## src/coh_pkg.sv

```systemverilog
`default_nettype none

package coh_pkg;

	// Data path and address widths
	localparam int WORD_W = 32;
	localparam int ADDR_W = 32;

	// Byte address fields
	localparam int INDEX_LSB = 2;
	localparam int INDEX_W   = 3;
	localparam int TAG_LSB   = INDEX_LSB + INDEX_W;
	localparam int TAG_W     = ADDR_W - TAG_LSB;
	localparam int MEM_LSB   = 2;
	localparam int MEM_W     = 6;

	// Block sizes
	localparam int NUM_PROCS = 3;
	localparam int NUM_LINES = 1 << INDEX_W;
	localparam int MEM_WORDS = 1 << MEM_W;

	typedef logic [WORD_W-1:0]    word_t;
	typedef logic [ADDR_W-1:0]    addr_t;
	typedef logic [INDEX_W-1:0]   index_t;
	typedef logic [TAG_W-1:0]     tag_t;
	typedef logic [MEM_W-1:0]     mem_addr_t;
	typedef logic [1:0]           proc_id_t;
	typedef logic [NUM_PROCS-1:0] proc_mask_t;

	// 2'b11 marks a dirty line
	typedef enum logic [1:0] {
		MESI_I = 2'b00,
		MESI_S = 2'b01,
		MESI_E = 2'b10,
		MESI_M = 2'b11
	} mesi_t;

	typedef enum logic [1:0] {
		BUS_IDLE,
		BUS_SNOOP,
		BUS_FILL
	} bus_state_t;

	function automatic index_t addr_index(addr_t a);
		return a[TAG_LSB-1:INDEX_LSB];
	endfunction

	function automatic tag_t addr_tag(addr_t a);
		return a[ADDR_W-1:TAG_LSB];
	endfunction

	// Memory aliases addresses that share these bits
	function automatic mem_addr_t addr_mem(addr_t a);
		return a[MEM_LSB+MEM_W-1:MEM_LSB];
	endfunction

endpackage

`default_nettype wire

```

## src/cache_port_if.sv

```systemverilog
`timescale 1ns/10ps
`default_nettype none

interface cache_port_if
	import coh_pkg::*;
();

	// Driven by the coherence bus
	logic   req_valid;
	logic   snoop_valid;
	logic   snoop_excl;
	addr_t  addr;
	logic   fill_valid;
	mesi_t  fill_state;
	word_t  fill_data;

	// Lookup results from the cache
	logic   own_hit;
	mesi_t  own_state;
	word_t  own_data;
	logic   victim_dirty;
	addr_t  victim_addr;

	// Snoop answer
	logic   snoop_hit;
	logic   snoop_dirty;
	word_t  snoop_data;

	modport bus (
		output req_valid, snoop_valid, snoop_excl, addr,
		output fill_valid, fill_state, fill_data,
		input  own_hit, own_state, own_data, victim_dirty, victim_addr,
		input  snoop_hit, snoop_dirty, snoop_data
	);

	modport cache (
		input  req_valid, snoop_valid, snoop_excl, addr,
		input  fill_valid, fill_state, fill_data,
		output own_hit, own_state, own_data, victim_dirty, victim_addr,
		output snoop_hit, snoop_dirty, snoop_data
	);

endinterface

`default_nettype wire

```

## src/data_cache.sv

```systemverilog
`timescale 1ns/10ps
`default_nettype none

module data_cache
	import coh_pkg::*;
(
	input wire          clk,
	input wire          reset_i,
	cache_port_if.cache port
);

	// Line storage
	tag_t   tag_q   [NUM_LINES];
	mesi_t  state_q [NUM_LINES];
	word_t  data_q  [NUM_LINES];

	index_t idx;
	tag_t   tag;
	tag_t   line_tag;
	mesi_t  line_state;
	word_t  line_data;
	logic   line_valid;
	logic   tag_match;

	// Address split of the current bus address
	assign idx = addr_index(port.addr);
	assign tag = addr_tag(port.addr);

	assign line_tag   = tag_q[idx];
	assign line_state = state_q[idx];
	assign line_data  = data_q[idx];
	assign line_valid = (line_state != MESI_I);
	assign tag_match  = line_valid && (line_tag == tag);

	// Requester lookup gated by req_valid
	assign port.own_hit   = port.req_valid && tag_match;
	assign port.own_state = port.own_hit ? line_state : MESI_I;

	// Indexed word doubles as the victim's word on a tag mismatch
	assign port.own_data = line_data;

	// Dirty line in the way of the requested tag
	assign port.victim_dirty = port.req_valid && (line_state == MESI_M) &&
		(line_tag != tag);
	assign port.victim_addr = {line_tag, idx, 2'b00};

	// Snoop answer
	assign port.snoop_hit   = tag_match;
	assign port.snoop_dirty = tag_match && (line_state == MESI_M);
	assign port.snoop_data  = line_data;

	// MESI state per line
	always_ff @(posedge clk) begin
		if (reset_i) begin
			for (int i = 0; i < NUM_LINES; i++) begin
				state_q[i] <= MESI_I;
			end
		end else if (port.fill_valid) begin
			state_q[idx] <= port.fill_state;
		end else if (port.snoop_valid && tag_match) begin
			// Exclusive snoop invalidates and plain snoop demotes to shared
			state_q[idx] <= port.snoop_excl ? MESI_I : MESI_S;
		end
	end

	// Tag and data written only by a fill
	always_ff @(posedge clk) begin
		if (port.fill_valid) begin
			tag_q[idx]  <= tag;
			data_q[idx] <= port.fill_data;
		end
	end

	// The bus never fills a cache it is snooping
	a_fill_not_snoop : assert property (
		@(posedge clk) disable iff (reset_i)
		!(port.fill_valid && port.snoop_valid)
	);

endmodule

`default_nettype wire

```

## src/coherence_bus.sv

```systemverilog
`timescale 1ns/10ps
`default_nettype none

module coherence_bus
	import coh_pkg::*;
(
	input wire             clk,
	input wire             reset_i,
	input wire             cmd_valid_i,
	input wire proc_id_t   cmd_proc_i,
	input wire             cmd_write_i,
	input wire addr_t      cmd_addr_i,
	input wire word_t      cmd_data_i,
	output logic           busy_o,
	output logic           rsp_valid_o,
	output logic           rsp_hit_o,
	output word_t          rsp_data_o,
	output mesi_t          rsp_state_o,
	output proc_mask_t     hit_bus_o,
	cache_port_if.bus      port0_o,
	cache_port_if.bus      port1_o,
	cache_port_if.bus      port2_o,
	output mem_addr_t      mem_raddr_o,
	input wire word_t      mem_rdata_i,
	output logic           mem_wa_en_o,
	output mem_addr_t      mem_wa_addr_o,
	output word_t          mem_wa_data_o,
	output logic           mem_wb_en_o,
	output mem_addr_t      mem_wb_addr_o,
	output word_t          mem_wb_data_o
);

	bus_state_t state_q;
	proc_id_t   cmd_proc_q;
	logic       cmd_write_q;
	addr_t      cmd_addr_q;
	word_t      cmd_data_q;

	// Per-cache answers gathered from the three ports
	proc_mask_t own_hit;
	proc_mask_t victim_dirty;
	proc_mask_t snoop_hit;
	proc_mask_t snoop_dirty;
	mesi_t      own_state   [NUM_PROCS];
	word_t      own_data    [NUM_PROCS];
	addr_t      victim_addr [NUM_PROCS];
	word_t      snoop_data  [NUM_PROCS];

	logic       in_snoop;
	logic       in_fill;
	logic       req_hit;
	mesi_t      req_state;
	logic       need_snoop;
	proc_mask_t req_mask;
	proc_mask_t snoop_mask;
	proc_mask_t hit_mask;
	proc_mask_t dirty_mask;
	word_t      owner_data;

	// Captured at the end of the snoop cycle
	logic       req_hit_q;
	mesi_t      req_state_q;
	word_t      req_data_q;
	proc_mask_t hit_mask_q;
	logic       owner_dirty_q;
	word_t      owner_data_q;

	word_t      fill_base;
	word_t      fill_data;
	mesi_t      fill_state;

	assign own_hit      = {port2_o.own_hit, port1_o.own_hit, port0_o.own_hit};
	assign victim_dirty = {port2_o.victim_dirty, port1_o.victim_dirty, port0_o.victim_dirty};
	assign snoop_hit    = {port2_o.snoop_hit, port1_o.snoop_hit, port0_o.snoop_hit};
	assign snoop_dirty  = {port2_o.snoop_dirty, port1_o.snoop_dirty, port0_o.snoop_dirty};

	assign own_state[0]   = port0_o.own_state;
	assign own_state[1]   = port1_o.own_state;
	assign own_state[2]   = port2_o.own_state;
	assign own_data[0]    = port0_o.own_data;
	assign own_data[1]    = port1_o.own_data;
	assign own_data[2]    = port2_o.own_data;
	assign victim_addr[0] = port0_o.victim_addr;
	assign victim_addr[1] = port1_o.victim_addr;
	assign victim_addr[2] = port2_o.victim_addr;
	assign snoop_data[0]  = port0_o.snoop_data;
	assign snoop_data[1]  = port1_o.snoop_data;
	assign snoop_data[2]  = port2_o.snoop_data;

	assign in_snoop = (state_q == BUS_SNOOP);
	assign in_fill  = (state_q == BUS_FILL);
	assign busy_o   = (state_q != BUS_IDLE);

	assign req_mask  = proc_mask_t'(3'b001 << cmd_proc_q);
	assign req_hit   = own_hit[cmd_proc_q];
	assign req_state = own_state[cmd_proc_q];

	// Read hits and writes to M or E stay local
	assign need_snoop = !req_hit || (cmd_write_q && (req_state == MESI_S));
	assign snoop_mask = need_snoop ? ~req_mask : '0;
	assign hit_mask   = snoop_hit & snoop_mask;
	assign dirty_mask = snoop_dirty & snoop_mask;

	always_comb begin
		owner_data = '0;
		for (int p = 0; p < NUM_PROCS; p++) begin
			if (dirty_mask[p]) begin
				owner_data = snoop_data[p];
			end
		end
	end

	// Data source priority is owner, own line, then memory
	always_comb begin
		if (owner_dirty_q) begin
			fill_base = owner_data_q;
		end else if (req_hit_q) begin
			fill_base = req_data_q;
		end else begin
			fill_base = mem_rdata_i;
		end
		fill_data = cmd_write_q ? cmd_data_q : fill_base;

		if (cmd_write_q) begin
			fill_state = MESI_M;
		end else if (req_hit_q) begin
			fill_state = req_state_q;
		end else if (|hit_mask_q) begin
			fill_state = MESI_S;
		end else begin
			fill_state = MESI_E;
		end
	end

	// Sequencer
	always_ff @(posedge clk) begin
		if (reset_i) begin
			state_q     <= BUS_IDLE;
			rsp_valid_o <= 1'b0;
		end else begin
			rsp_valid_o <= in_fill;
			case (state_q)
				BUS_IDLE: begin
					if (cmd_valid_i) begin
						state_q <= BUS_SNOOP;
					end
				end
				BUS_SNOOP: state_q <= BUS_FILL;
				default:   state_q <= BUS_IDLE;
			endcase
		end
	end

	always_ff @(posedge clk) begin
		if ((state_q == BUS_IDLE) && cmd_valid_i) begin
			cmd_proc_q  <= cmd_proc_i;
			cmd_write_q <= cmd_write_i;
			cmd_addr_q  <= cmd_addr_i;
			cmd_data_q  <= cmd_data_i;
		end
		if (in_snoop) begin
			req_hit_q     <= req_hit;
			req_state_q   <= req_state;
			req_data_q    <= own_data[cmd_proc_q];
			hit_mask_q    <= hit_mask;
			owner_dirty_q <= |dirty_mask;
			owner_data_q  <= owner_data;
		end
		if (in_fill) begin
			rsp_hit_o   <= req_hit_q;
			rsp_data_o  <= fill_data;
			rsp_state_o <= fill_state;
			hit_bus_o   <= hit_mask_q;
		end
	end

	// Cache port drive
	assign port0_o.req_valid   = in_snoop && req_mask[0];
	assign port0_o.snoop_valid = in_snoop && snoop_mask[0];
	assign port0_o.snoop_excl  = cmd_write_q;
	assign port0_o.addr        = cmd_addr_q;
	assign port0_o.fill_valid  = in_fill && req_mask[0];
	assign port0_o.fill_state  = fill_state;
	assign port0_o.fill_data   = fill_data;

	assign port1_o.req_valid   = in_snoop && req_mask[1];
	assign port1_o.snoop_valid = in_snoop && snoop_mask[1];
	assign port1_o.snoop_excl  = cmd_write_q;
	assign port1_o.addr        = cmd_addr_q;
	assign port1_o.fill_valid  = in_fill && req_mask[1];
	assign port1_o.fill_state  = fill_state;
	assign port1_o.fill_data   = fill_data;

	assign port2_o.req_valid   = in_snoop && req_mask[2];
	assign port2_o.snoop_valid = in_snoop && snoop_mask[2];
	assign port2_o.snoop_excl  = cmd_write_q;
	assign port2_o.addr        = cmd_addr_q;
	assign port2_o.fill_valid  = in_fill && req_mask[2];
	assign port2_o.fill_state  = fill_state;
	assign port2_o.fill_data   = fill_data;

	// Memory read and victim write in the snoop cycle
	// Owner write on port B in the fill cycle
	assign mem_raddr_o   = addr_mem(cmd_addr_q);
	assign mem_wa_en_o   = in_snoop && victim_dirty[cmd_proc_q];
	assign mem_wa_addr_o = addr_mem(victim_addr[cmd_proc_q]);
	assign mem_wa_data_o = own_data[cmd_proc_q];
	assign mem_wb_en_o   = in_fill && owner_dirty_q;
	assign mem_wb_addr_o = addr_mem(cmd_addr_q);
	assign mem_wb_data_o = owner_data_q;

	a_no_cmd_when_busy : assert property (
		@(posedge clk) disable iff (reset_i)
		busy_o |-> !cmd_valid_i
	);

	a_single_owner : assert property (
		@(posedge clk) disable iff (reset_i)
		in_snoop |-> $onehot0(dirty_mask)
	);

	// A Modified requester is the only holder of its line
	a_modified_exclusive : assert property (
		@(posedge clk) disable iff (reset_i)
		(in_snoop && (req_state == MESI_M)) |-> ((snoop_hit & ~req_mask) == '0)
	);

endmodule

`default_nettype wire

```

## src/main_memory.sv

```systemverilog
`timescale 1ns/10ps
`default_nettype none

module main_memory
	import coh_pkg::*;
(
	input wire            clk,
	input wire            reset_i,
	input wire mem_addr_t raddr_i,
	output word_t         rdata_o,
	input wire            wa_en_i,
	input wire mem_addr_t wa_addr_i,
	input wire word_t     wa_data_i,
	input wire            wb_en_i,
	input wire mem_addr_t wb_addr_i,
	input wire word_t     wb_data_i
);

	word_t mem_q [MEM_WORDS];

	always_ff @(posedge clk) begin
		if (reset_i) begin
			for (int i = 0; i < MEM_WORDS; i++) begin
				mem_q[i] <= '0;
			end
			rdata_o <= '0;
		end else begin
			if (wa_en_i) begin
				mem_q[wa_addr_i] <= wa_data_i;
			end
			if (wb_en_i) begin
				mem_q[wb_addr_i] <= wb_data_i;
			end
			// A read sees a word written on the same edge
			if (wb_en_i && (wb_addr_i == raddr_i)) begin
				rdata_o <= wb_data_i;
			end else if (wa_en_i && (wa_addr_i == raddr_i)) begin
				rdata_o <= wa_data_i;
			end else begin
				rdata_o <= mem_q[raddr_i];
			end
		end
	end

	// Victim and owner writebacks target different words
	a_write_ports_disjoint : assert property (
		@(posedge clk) disable iff (reset_i)
		!(wa_en_i && wb_en_i && (wa_addr_i == wb_addr_i))
	);

endmodule

`default_nettype wire

```

## src/processor_block.sv

```systemverilog
`timescale 1ns/10ps
`default_nettype none

module processor_block
	import coh_pkg::*;
(
	input wire           clk,
	input wire           reset_i,
	input wire           cmd_valid_i,
	input wire proc_id_t cmd_proc_i,
	input wire           cmd_write_i,
	input wire addr_t    cmd_addr_i,
	input wire word_t    cmd_data_i,
	output logic         busy_o,
	output logic         rsp_valid_o,
	output logic         rsp_hit_o,
	output word_t        rsp_data_o,
	output mesi_t        rsp_state_o,
	output proc_mask_t   hit_bus_o
);

	// Memory side of the bus
	mem_addr_t mem_raddr;
	word_t     mem_rdata;
	logic      mem_wa_en;
	mem_addr_t mem_wa_addr;
	word_t     mem_wa_data;
	logic      mem_wb_en;
	mem_addr_t mem_wb_addr;
	word_t     mem_wb_data;

	cache_port_if port0 ();
	cache_port_if port1 ();
	cache_port_if port2 ();

	data_cache u_cache0 (
		.clk     (clk),
		.reset_i (reset_i),
		.port    (port0.cache)
	);

	data_cache u_cache1 (
		.clk     (clk),
		.reset_i (reset_i),
		.port    (port1.cache)
	);

	data_cache u_cache2 (
		.clk     (clk),
		.reset_i (reset_i),
		.port    (port2.cache)
	);

	coherence_bus u_bus (
		.clk           (clk),
		.reset_i       (reset_i),
		.cmd_valid_i   (cmd_valid_i),
		.cmd_proc_i    (cmd_proc_i),
		.cmd_write_i   (cmd_write_i),
		.cmd_addr_i    (cmd_addr_i),
		.cmd_data_i    (cmd_data_i),
		.busy_o        (busy_o),
		.rsp_valid_o   (rsp_valid_o),
		.rsp_hit_o     (rsp_hit_o),
		.rsp_data_o    (rsp_data_o),
		.rsp_state_o   (rsp_state_o),
		.hit_bus_o     (hit_bus_o),
		.port0_o       (port0.bus),
		.port1_o       (port1.bus),
		.port2_o       (port2.bus),
		.mem_raddr_o   (mem_raddr),
		.mem_rdata_i   (mem_rdata),
		.mem_wa_en_o   (mem_wa_en),
		.mem_wa_addr_o (mem_wa_addr),
		.mem_wa_data_o (mem_wa_data),
		.mem_wb_en_o   (mem_wb_en),
		.mem_wb_addr_o (mem_wb_addr),
		.mem_wb_data_o (mem_wb_data)
	);

	main_memory u_mem (
		.clk       (clk),
		.reset_i   (reset_i),
		.raddr_i   (mem_raddr),
		.rdata_o   (mem_rdata),
		.wa_en_i   (mem_wa_en),
		.wa_addr_i (mem_wa_addr),
		.wa_data_i (mem_wa_data),
		.wb_en_i   (mem_wb_en),
		.wb_addr_i (mem_wb_addr),
		.wb_data_i (mem_wb_data)
	);

endmodule

`default_nettype wire

```

## config.mk

```make
export PLATFORM = sky130hd
export DESIGN_NAME = processor_block
export DESIGN_NICKNAME = d
export VERILOG_FILES = /design/src/coh_pkg.sv /design/src/cache_port_if.sv /design/src/data_cache.sv /design/src/coherence_bus.sv /design/src/main_memory.sv /design/src/processor_block.sv
export SDC_FILE = /design/constraint.sdc
export NUM_CORES = 2
export LEC_CHECK = 0
export ABC_CLOCK_PERIOD_IN_PS = 15700
export BUFFER_PORTS_ARGS = -buffer_cell sky130_fd_sc_hd__buf_2
export CAP_MARGIN = 20
export CORE_MARGIN = 2
export CORE_UTILIZATION = 51
export CTS_CLUSTER_SIZE = 28
export DETAILED_ROUTE_END_ITERATION = 7
export PLACE_DENSITY_LB_ADDON = 0.08
export SETUP_SLACK_MARGIN = 0.1
export SLEW_MARGIN = 0
export SYNTH_ARGS = -nofsm -noshare
export SYNTH_HDL_FRONTEND = slang
export SYNTH_SLANG_ARGS = --single-unit
```

## constraint.sdc

```tcl
create_clock -name clk -period 15.7 [get_ports clk]
set_clock_uncertainty 0.2 [all_clocks]
set_input_delay 3.14 -clock clk [delete_from_list [all_inputs] [get_ports clk]]
set_output_delay 3.14 -clock clk [all_outputs]
set_load 0.02 [all_outputs]
```

; Yosys cells after proc, flatten, opt, wreduce, memory -nomap -nowiden
; Memories as Yosys holds them, arrays and structs flattened. A register that Yosys moved wholly into a read port is not among the register bits.
; Index checks and enable logic that the tools add are counted.
[op_classes]
n_addsub = 0
multipliers = 0
n_div = 0
magnitude_cmp = 2
eq_ne = 13
shift = 1
mux = 88
n_bitwise = 7
reduce_logical = 45
[ops]
columns = operator, count
row1 = two-way mux 32 bit, 10
row2 = binary-select mux 32 bit (select 2 bit), 2
row3 = == test 27 bit, 3
row4 = inequality test 27 bit, 3
row5 = OR reduction 32 bit, 2
row6 = two-way mux 1 bit, 40
row7 = two-way mux 3 bit, 13
row8 = logical AND 1 bit, 31
row9 = two-way mux 2 bit, 15
row10 = two-way mux 8 bit, 2
row11 = two-way mux 6 bit, 2
row12 = == test 2 bit (second input constant), 4
row13 = nonzero test 2 bit, 4
row14 = bitwise AND 3 bit, 2
row15 = OR reduction 2 bit, 3
row16 = OR reduction 3 bit, 2
row17 = binary-select mux 1 bit (select 2 bit), 2
row18 = binary-select mux 2 bit (select 2 bit), 1
row19 = == test 2 x 1 -> 1 bit (second input constant), 2
row20 = one-hot mux 2 bit (2 select lines), 1
row21 = >= comparator 3 bit (second input constant), 1
row22 = less-than comparator 2 x 3 -> 1 bit (second input constant), 1
row23 = inverter 2 -> 3 bit, 1
row24 = inverter 3 bit, 1
row25 = 6 further kinds, 8
[word_totals]
regBits = 179
latchBits = 0
mem_bits_rw = 3512
rom_bits = 0
input_bits = 70
memories = 10
[memory_table]
columns = memory, depth, word_bits, read_ports, rd_ports_with_merged_regs, write_ports, line
row1 = u_mem.mem_q, 64, 32, 1, 1, 64, main_memory.sv:19  ; word_t mem_q [MEM_WORDS];
row2 = u_cache0.data_q, 8, 32, 1, 1, 1, data_cache.sv:15  ; word_t data_q [NUM_LINES];
row3 = u_cache1.data_q, 8, 32, 1, 1, 1, data_cache.sv:15
row4 = u_cache2.data_q, 8, 32, 1, 1, 1, data_cache.sv:15
row5 = u_cache0.tag_q, 8, 27, 1, 1, 1, data_cache.sv:13  ; tag_t tag_q [NUM_LINES];
row6 = u_cache1.tag_q, 8, 27, 1, 1, 1, data_cache.sv:13
row7 = +4 memories, --, --, --, --, --, --

; Logic depth before layout (Yosys ltp)
[depth]
ltp_word = 20
ltp_mapped = 18
ltp_nobuf = 11

; Cells and area by module
; Synthesis repeated with hierarchy kept, for this count alone.
[hier_totals]
hier_cells = 11062
hier_area_um2 = 171095.3
[modules_own_cells]
columns = module, n_inst, cells_each, area_per_inst_um2, seq_area_each_um2
row1 = main_memory, 1, 6922, 103441.7, 62139.6
row2 = data_cache (u_cache2), 1, 1109, 19456.2, 14654.1
row3 = data_cache (u_cache1), 1, 1119, 19354.8, 14654.1
row4 = data_cache (u_cache0), 1, 1063, 19239.7, 14654.1
row5 = coherence_bus, 1, 849, 9603.0, 5345.1

; Worst setup path after synthesis
; Ideal clock, no wire load.
[synth_path]
path_kind = in2reg
startpoint = input port cmd_valid_i
endpoint = register with a tool-made name
arrival_time_ns = 6.521
slack_ns = 8.855
stages = 3
cell_sequence = inv_1 > nor2_1 > mux2_2
[synth_lines]
columns = element, line
row1 = "start, declared", processor_block.sv:9  ; input wire cmd_valid_i,

==> impl_metrics.py <==
metrics = {
    "run_status": {
        "status": "complete, no violations",
    },
    "pwr": {
        "sw_frac_of_total_pct": 24.7,
        "leakagePower_nw": 56.2,
        "finalPower_mw": 22.2,
        "irDropWorstVdd_mv": 0.144,
        "switching_power_mw": 5.49,
        "p_seq_share_pct": 50.8,
        "clock_power_share_pct": 40.2,
        "p_int_mw": 16.7,
        "power_density_nw_per_um2": 130,
        "combPwrFrac_pct": 9.1,
    },
    "critical_path": {
        "worst_ep_required_time_ns": 16.17,
        "r2r_slack_ns": 6.59,
        "slowest_delay_ns": 0.95,
        "critPathKind": "register to register",
        "path_max_fanout": 61,
        "crit_buf_inv": 4,
        "reg2regPathDepth": 14,
        "endpoint_kind": "register",
        "critPathMostFrequentCell": "buf_4",
        "cp-start-kind": "register",
        "crit_arrival_ns": 9.58,
        "critPathTopFamily": "buffers and inverters",
        "crit_slowest_cell": "buf_4",
        "r2r-end": "u_mem.mem_q[50][12]",
        "cp_cell_sequence": "buf_4, buf_4, mux2_2, a221oi_1, xor2_1, nand4_1, nor4_4, a21oi_1, nand3_1, nand2_2, nand2_4, buf_4, buf_4, nor2_1",
    },
    "cts": {
        "clkTransAtPathRegs_ns": 0.06,
        "clock_path_buffers": 4,
        "cts_setup_buffers": 0,
        "cts_tree": "built",
        "htreeDepth": 5,
        "cts-buffers-inserted": 387,
        "insertion_delay_ns": 0.98,
        "cts-root-buf": "clkbuf_16",
        "ctsHoldBuffers": 0,
        "cts_resized": 0,
        "cts.sinks": 3724,
    },
    "floorplan": {
        "dieArea_um2": 306000,
        "rows": 201,
        "initial_core_util_pct": 51.2,
        "ios": 110,
        "core_um2": 300000,
        "die-height_um": 553,
        "die_x_um": 553,
    },
    "synth": {
        "ys_types": 80,
        "synth-seq-cells": 3724,
        "synth.avg_cell_area_um2": 14.6,
        "synth_top_area_share_pct": 72.1,
        "yosysWarningCount": 0,
        "syn-cell-area_um2": 154000,
        "synth_top_area_cell": "edfxtp_1",
        "synth_edf_count": 3686,
        "ys.flop_type": "edfxtp_1",
        "syn_inst": 10500,
        "syn-num-nets": 10600,
        "ys_seq_area_share_pct": 72.6,
        "ys_async_sr_fraction_pct": 0,
        "synth_area_leaders": "edfxtp_1 (72%), nor2_1 (5.8%), mux4_2 (4.9%)",
    },
    "detailed_routing": {
        "vias": 97900,
        "routed_wl_um": 530000,
        "drtIter0Drc": 14500,
        "firstDrtPassIters": 8,
        "drc": 0,
        "wl_per_cell_um": 35.6,
        "avgViaCountPerCell": 6.58,
        "ant_nets": 0,
    },
    "hold_path": {
        "hold_start": "u_bus.hit_mask_q[1]",
        "min_path_cells": 0,
        "hold_class": "register to register",
        "worstHoldEndpoint": "u_bus.hit_bus_o[1]",
    },
    "finish": {
        "fin_area_um2": 172000,
        "drive_gt1_share_pct": 15.1,
        "layout_commonest_cell": "edfxtp_1",
        "final_util_pct": 57.2,
        "finalNetCount": 10600,
        "area_growth_pct": 11.7,
        "layout_common_cells": "edfxtp_1 (3686), nor2_1 (2344), nand2_1 (681)",
    },
    "sta": {
        "worst_pin_slew_ns": 1.37,
        "drv_slew": 0,
        "fmax_mhz": 110,
        "fin_crit_ns": 9.11,
        "setup_viol": 0,
        "rsz0062_at_grt": "false",
        "finalHoldViolations": 0,
        "relSlewSlack_pct": 7.72,
        "min_period_over_period_pct": 58.0,
        "fin_tns_setup_ns": 0,
    },
    "placement": {
        "dpl_cell_area_um2": 159000,
        "port_buffers": 107,
        "dpl.hpwl_um": 277000,
        "gp_congestion": 0.862,
    },
    "job": {
        "max_cap_violations": 0,
    },
    "global_route": {
        "grt_max_degree": 129,
        "grt_antenna_before_repair": 34,
        "grt_pass1_wl_um": 735000,
        "grt_pass1_vias": 96500,
        "overflow": 0,
        "track_usage_pct": 34.1,
    },
}
==> power by group through the flow <==
stage	Combinational, mW	Clock (mW)	Sequential, mW
floorplan	1.05	0	11.5
global placement	1.94	0	11.5
detailed placement	1.95	0	11.5
CTS	1.96	9.00	11.3
global route	2.06	9.39	11.3
finish	2.01	8.93	11.3
==> worst reg2reg max path: cells and delay by family, from the launching register on <==
kind	cells	cell delay (ns)
mux	1	0.44
buf+inv	4	3.44
simple gates	6	2.91
flops	1	0.86
xor+xnor	1	0.51
compound gates	2	0.50
==> state kept, by name (all words and copies together), names as in the netlist, 30 cells and up, named ones only <==
| name | flops |
|---|---|
| u_bus.port0_o.addr | 30 |
| u_bus.req_data_q | 32 |
| u_cache2.tag_q | 216 |
| u_cache2.data_q | 256 |
| u_cache1.tag_q | 216 |
| u_bus.rsp_data_o | 32 |
| u_bus.mem_wb_data_o | 32 |
| u_bus.cmd_data_q | 32 |
| u_mem.mem_q | 2048 |
| u_cache0.data_q | 256 |
| u_cache0.tag_q | 216 |
| u_mem.rdata_o | 32 |
| u_cache1.data_q | 256 |
==> worst max path at each step <==
stage	from	endpoint	slack (ns)	cells past startpoint
detailed placement	register	u_mem.mem_q[18][24]	6.66	15
finish	register	u_mem.mem_q[50][12]	6.59	14
global route	register	u_mem.mem_q[26][18]	6.38	14
CTS	register	u_mem.mem_q[18][27]	6.63	15
floorplan	cmd_valid_i	register	8.86	3
global placement	register	u_mem.mem_q[50][19]	6.40	15
==> cell usage after synthesis, types with 14 or more instances <==
library cell  count
o211ai_1         17
o32ai_1          33
nand3_1         121
and2_1           42
nand2_1         689
mux4_2          334
a221oi_1        143
xnor2_1          44
nand4_1          80
a22o_1           70
xor2_1           25
a22oi_1         345
nor2b_1          15
mux2_2          174
a31oi_1          15
o31ai_1          15
nor3_1           50
mux2i_1         447
buf_4            32
a21o_1           92
o21ai_0         273
a211oi_1         19
dfxtp_1          38
a21oi_1         372
buf_1            95
edfxtp_1       3686
nor2_1         2382
clkbuf_1        353
a311oi_1         19
o22ai_1          14
buf_2           270
==> final cells by class <==
| cell class | count | area [um^2] |
|---|---|---|
| Antenna cell | 21 | 52.6 |
| Clock buffer | 503 | 10300 |
| Clock inverter | 201 | 1850 |
| Fill cell | 23700 | 128000 |
| Inverter | 7 | 32.5 |
| Multi-Input combinational cell | 6000 | 39400 |
| Sequential cell | 3724 | 111000 |
| Tap cell | 3958 | 4950 |
| Timing Repair Buffer | 459 | 3530 |
==> through the flow <==
stage / cells / hold WS [ns] / worst slack (ns)
2_1_floorplan: 10500 / 0.224 / 8.86
3_3_place_gp: 14100 / 0.255 / 6.40
3_5_place_dp: 14100 / 0.240 / 6.66
4_1_cts: 14800 / 0.262 / 6.63
5_1_grt: 14900 / 0.284 / 6.38
6_report: 14900 / 0.279 / 6.59
==> routing by layer <==
layer,vias to the layer above,global-route usage (%),part of all wire [%]
li1,39900,-,-
met1,50500,44.2,36
met2,6351,54.2,47
met3,1172,7.48,11
met4,18,17.7,5.7
met5,-,0,0.022
==> logic make-up after synthesis <==
logic type / share of synthesized area [%]
flip-flops: 72.6
AND/OR/NAND/NOR: 8.94
buffers and inverters: 2.23
XOR/XNOR: 0.393
multiplexers: 9.14
AO/OA/AOI/OAI: 6.73
(Power assumes the default switching activity.)
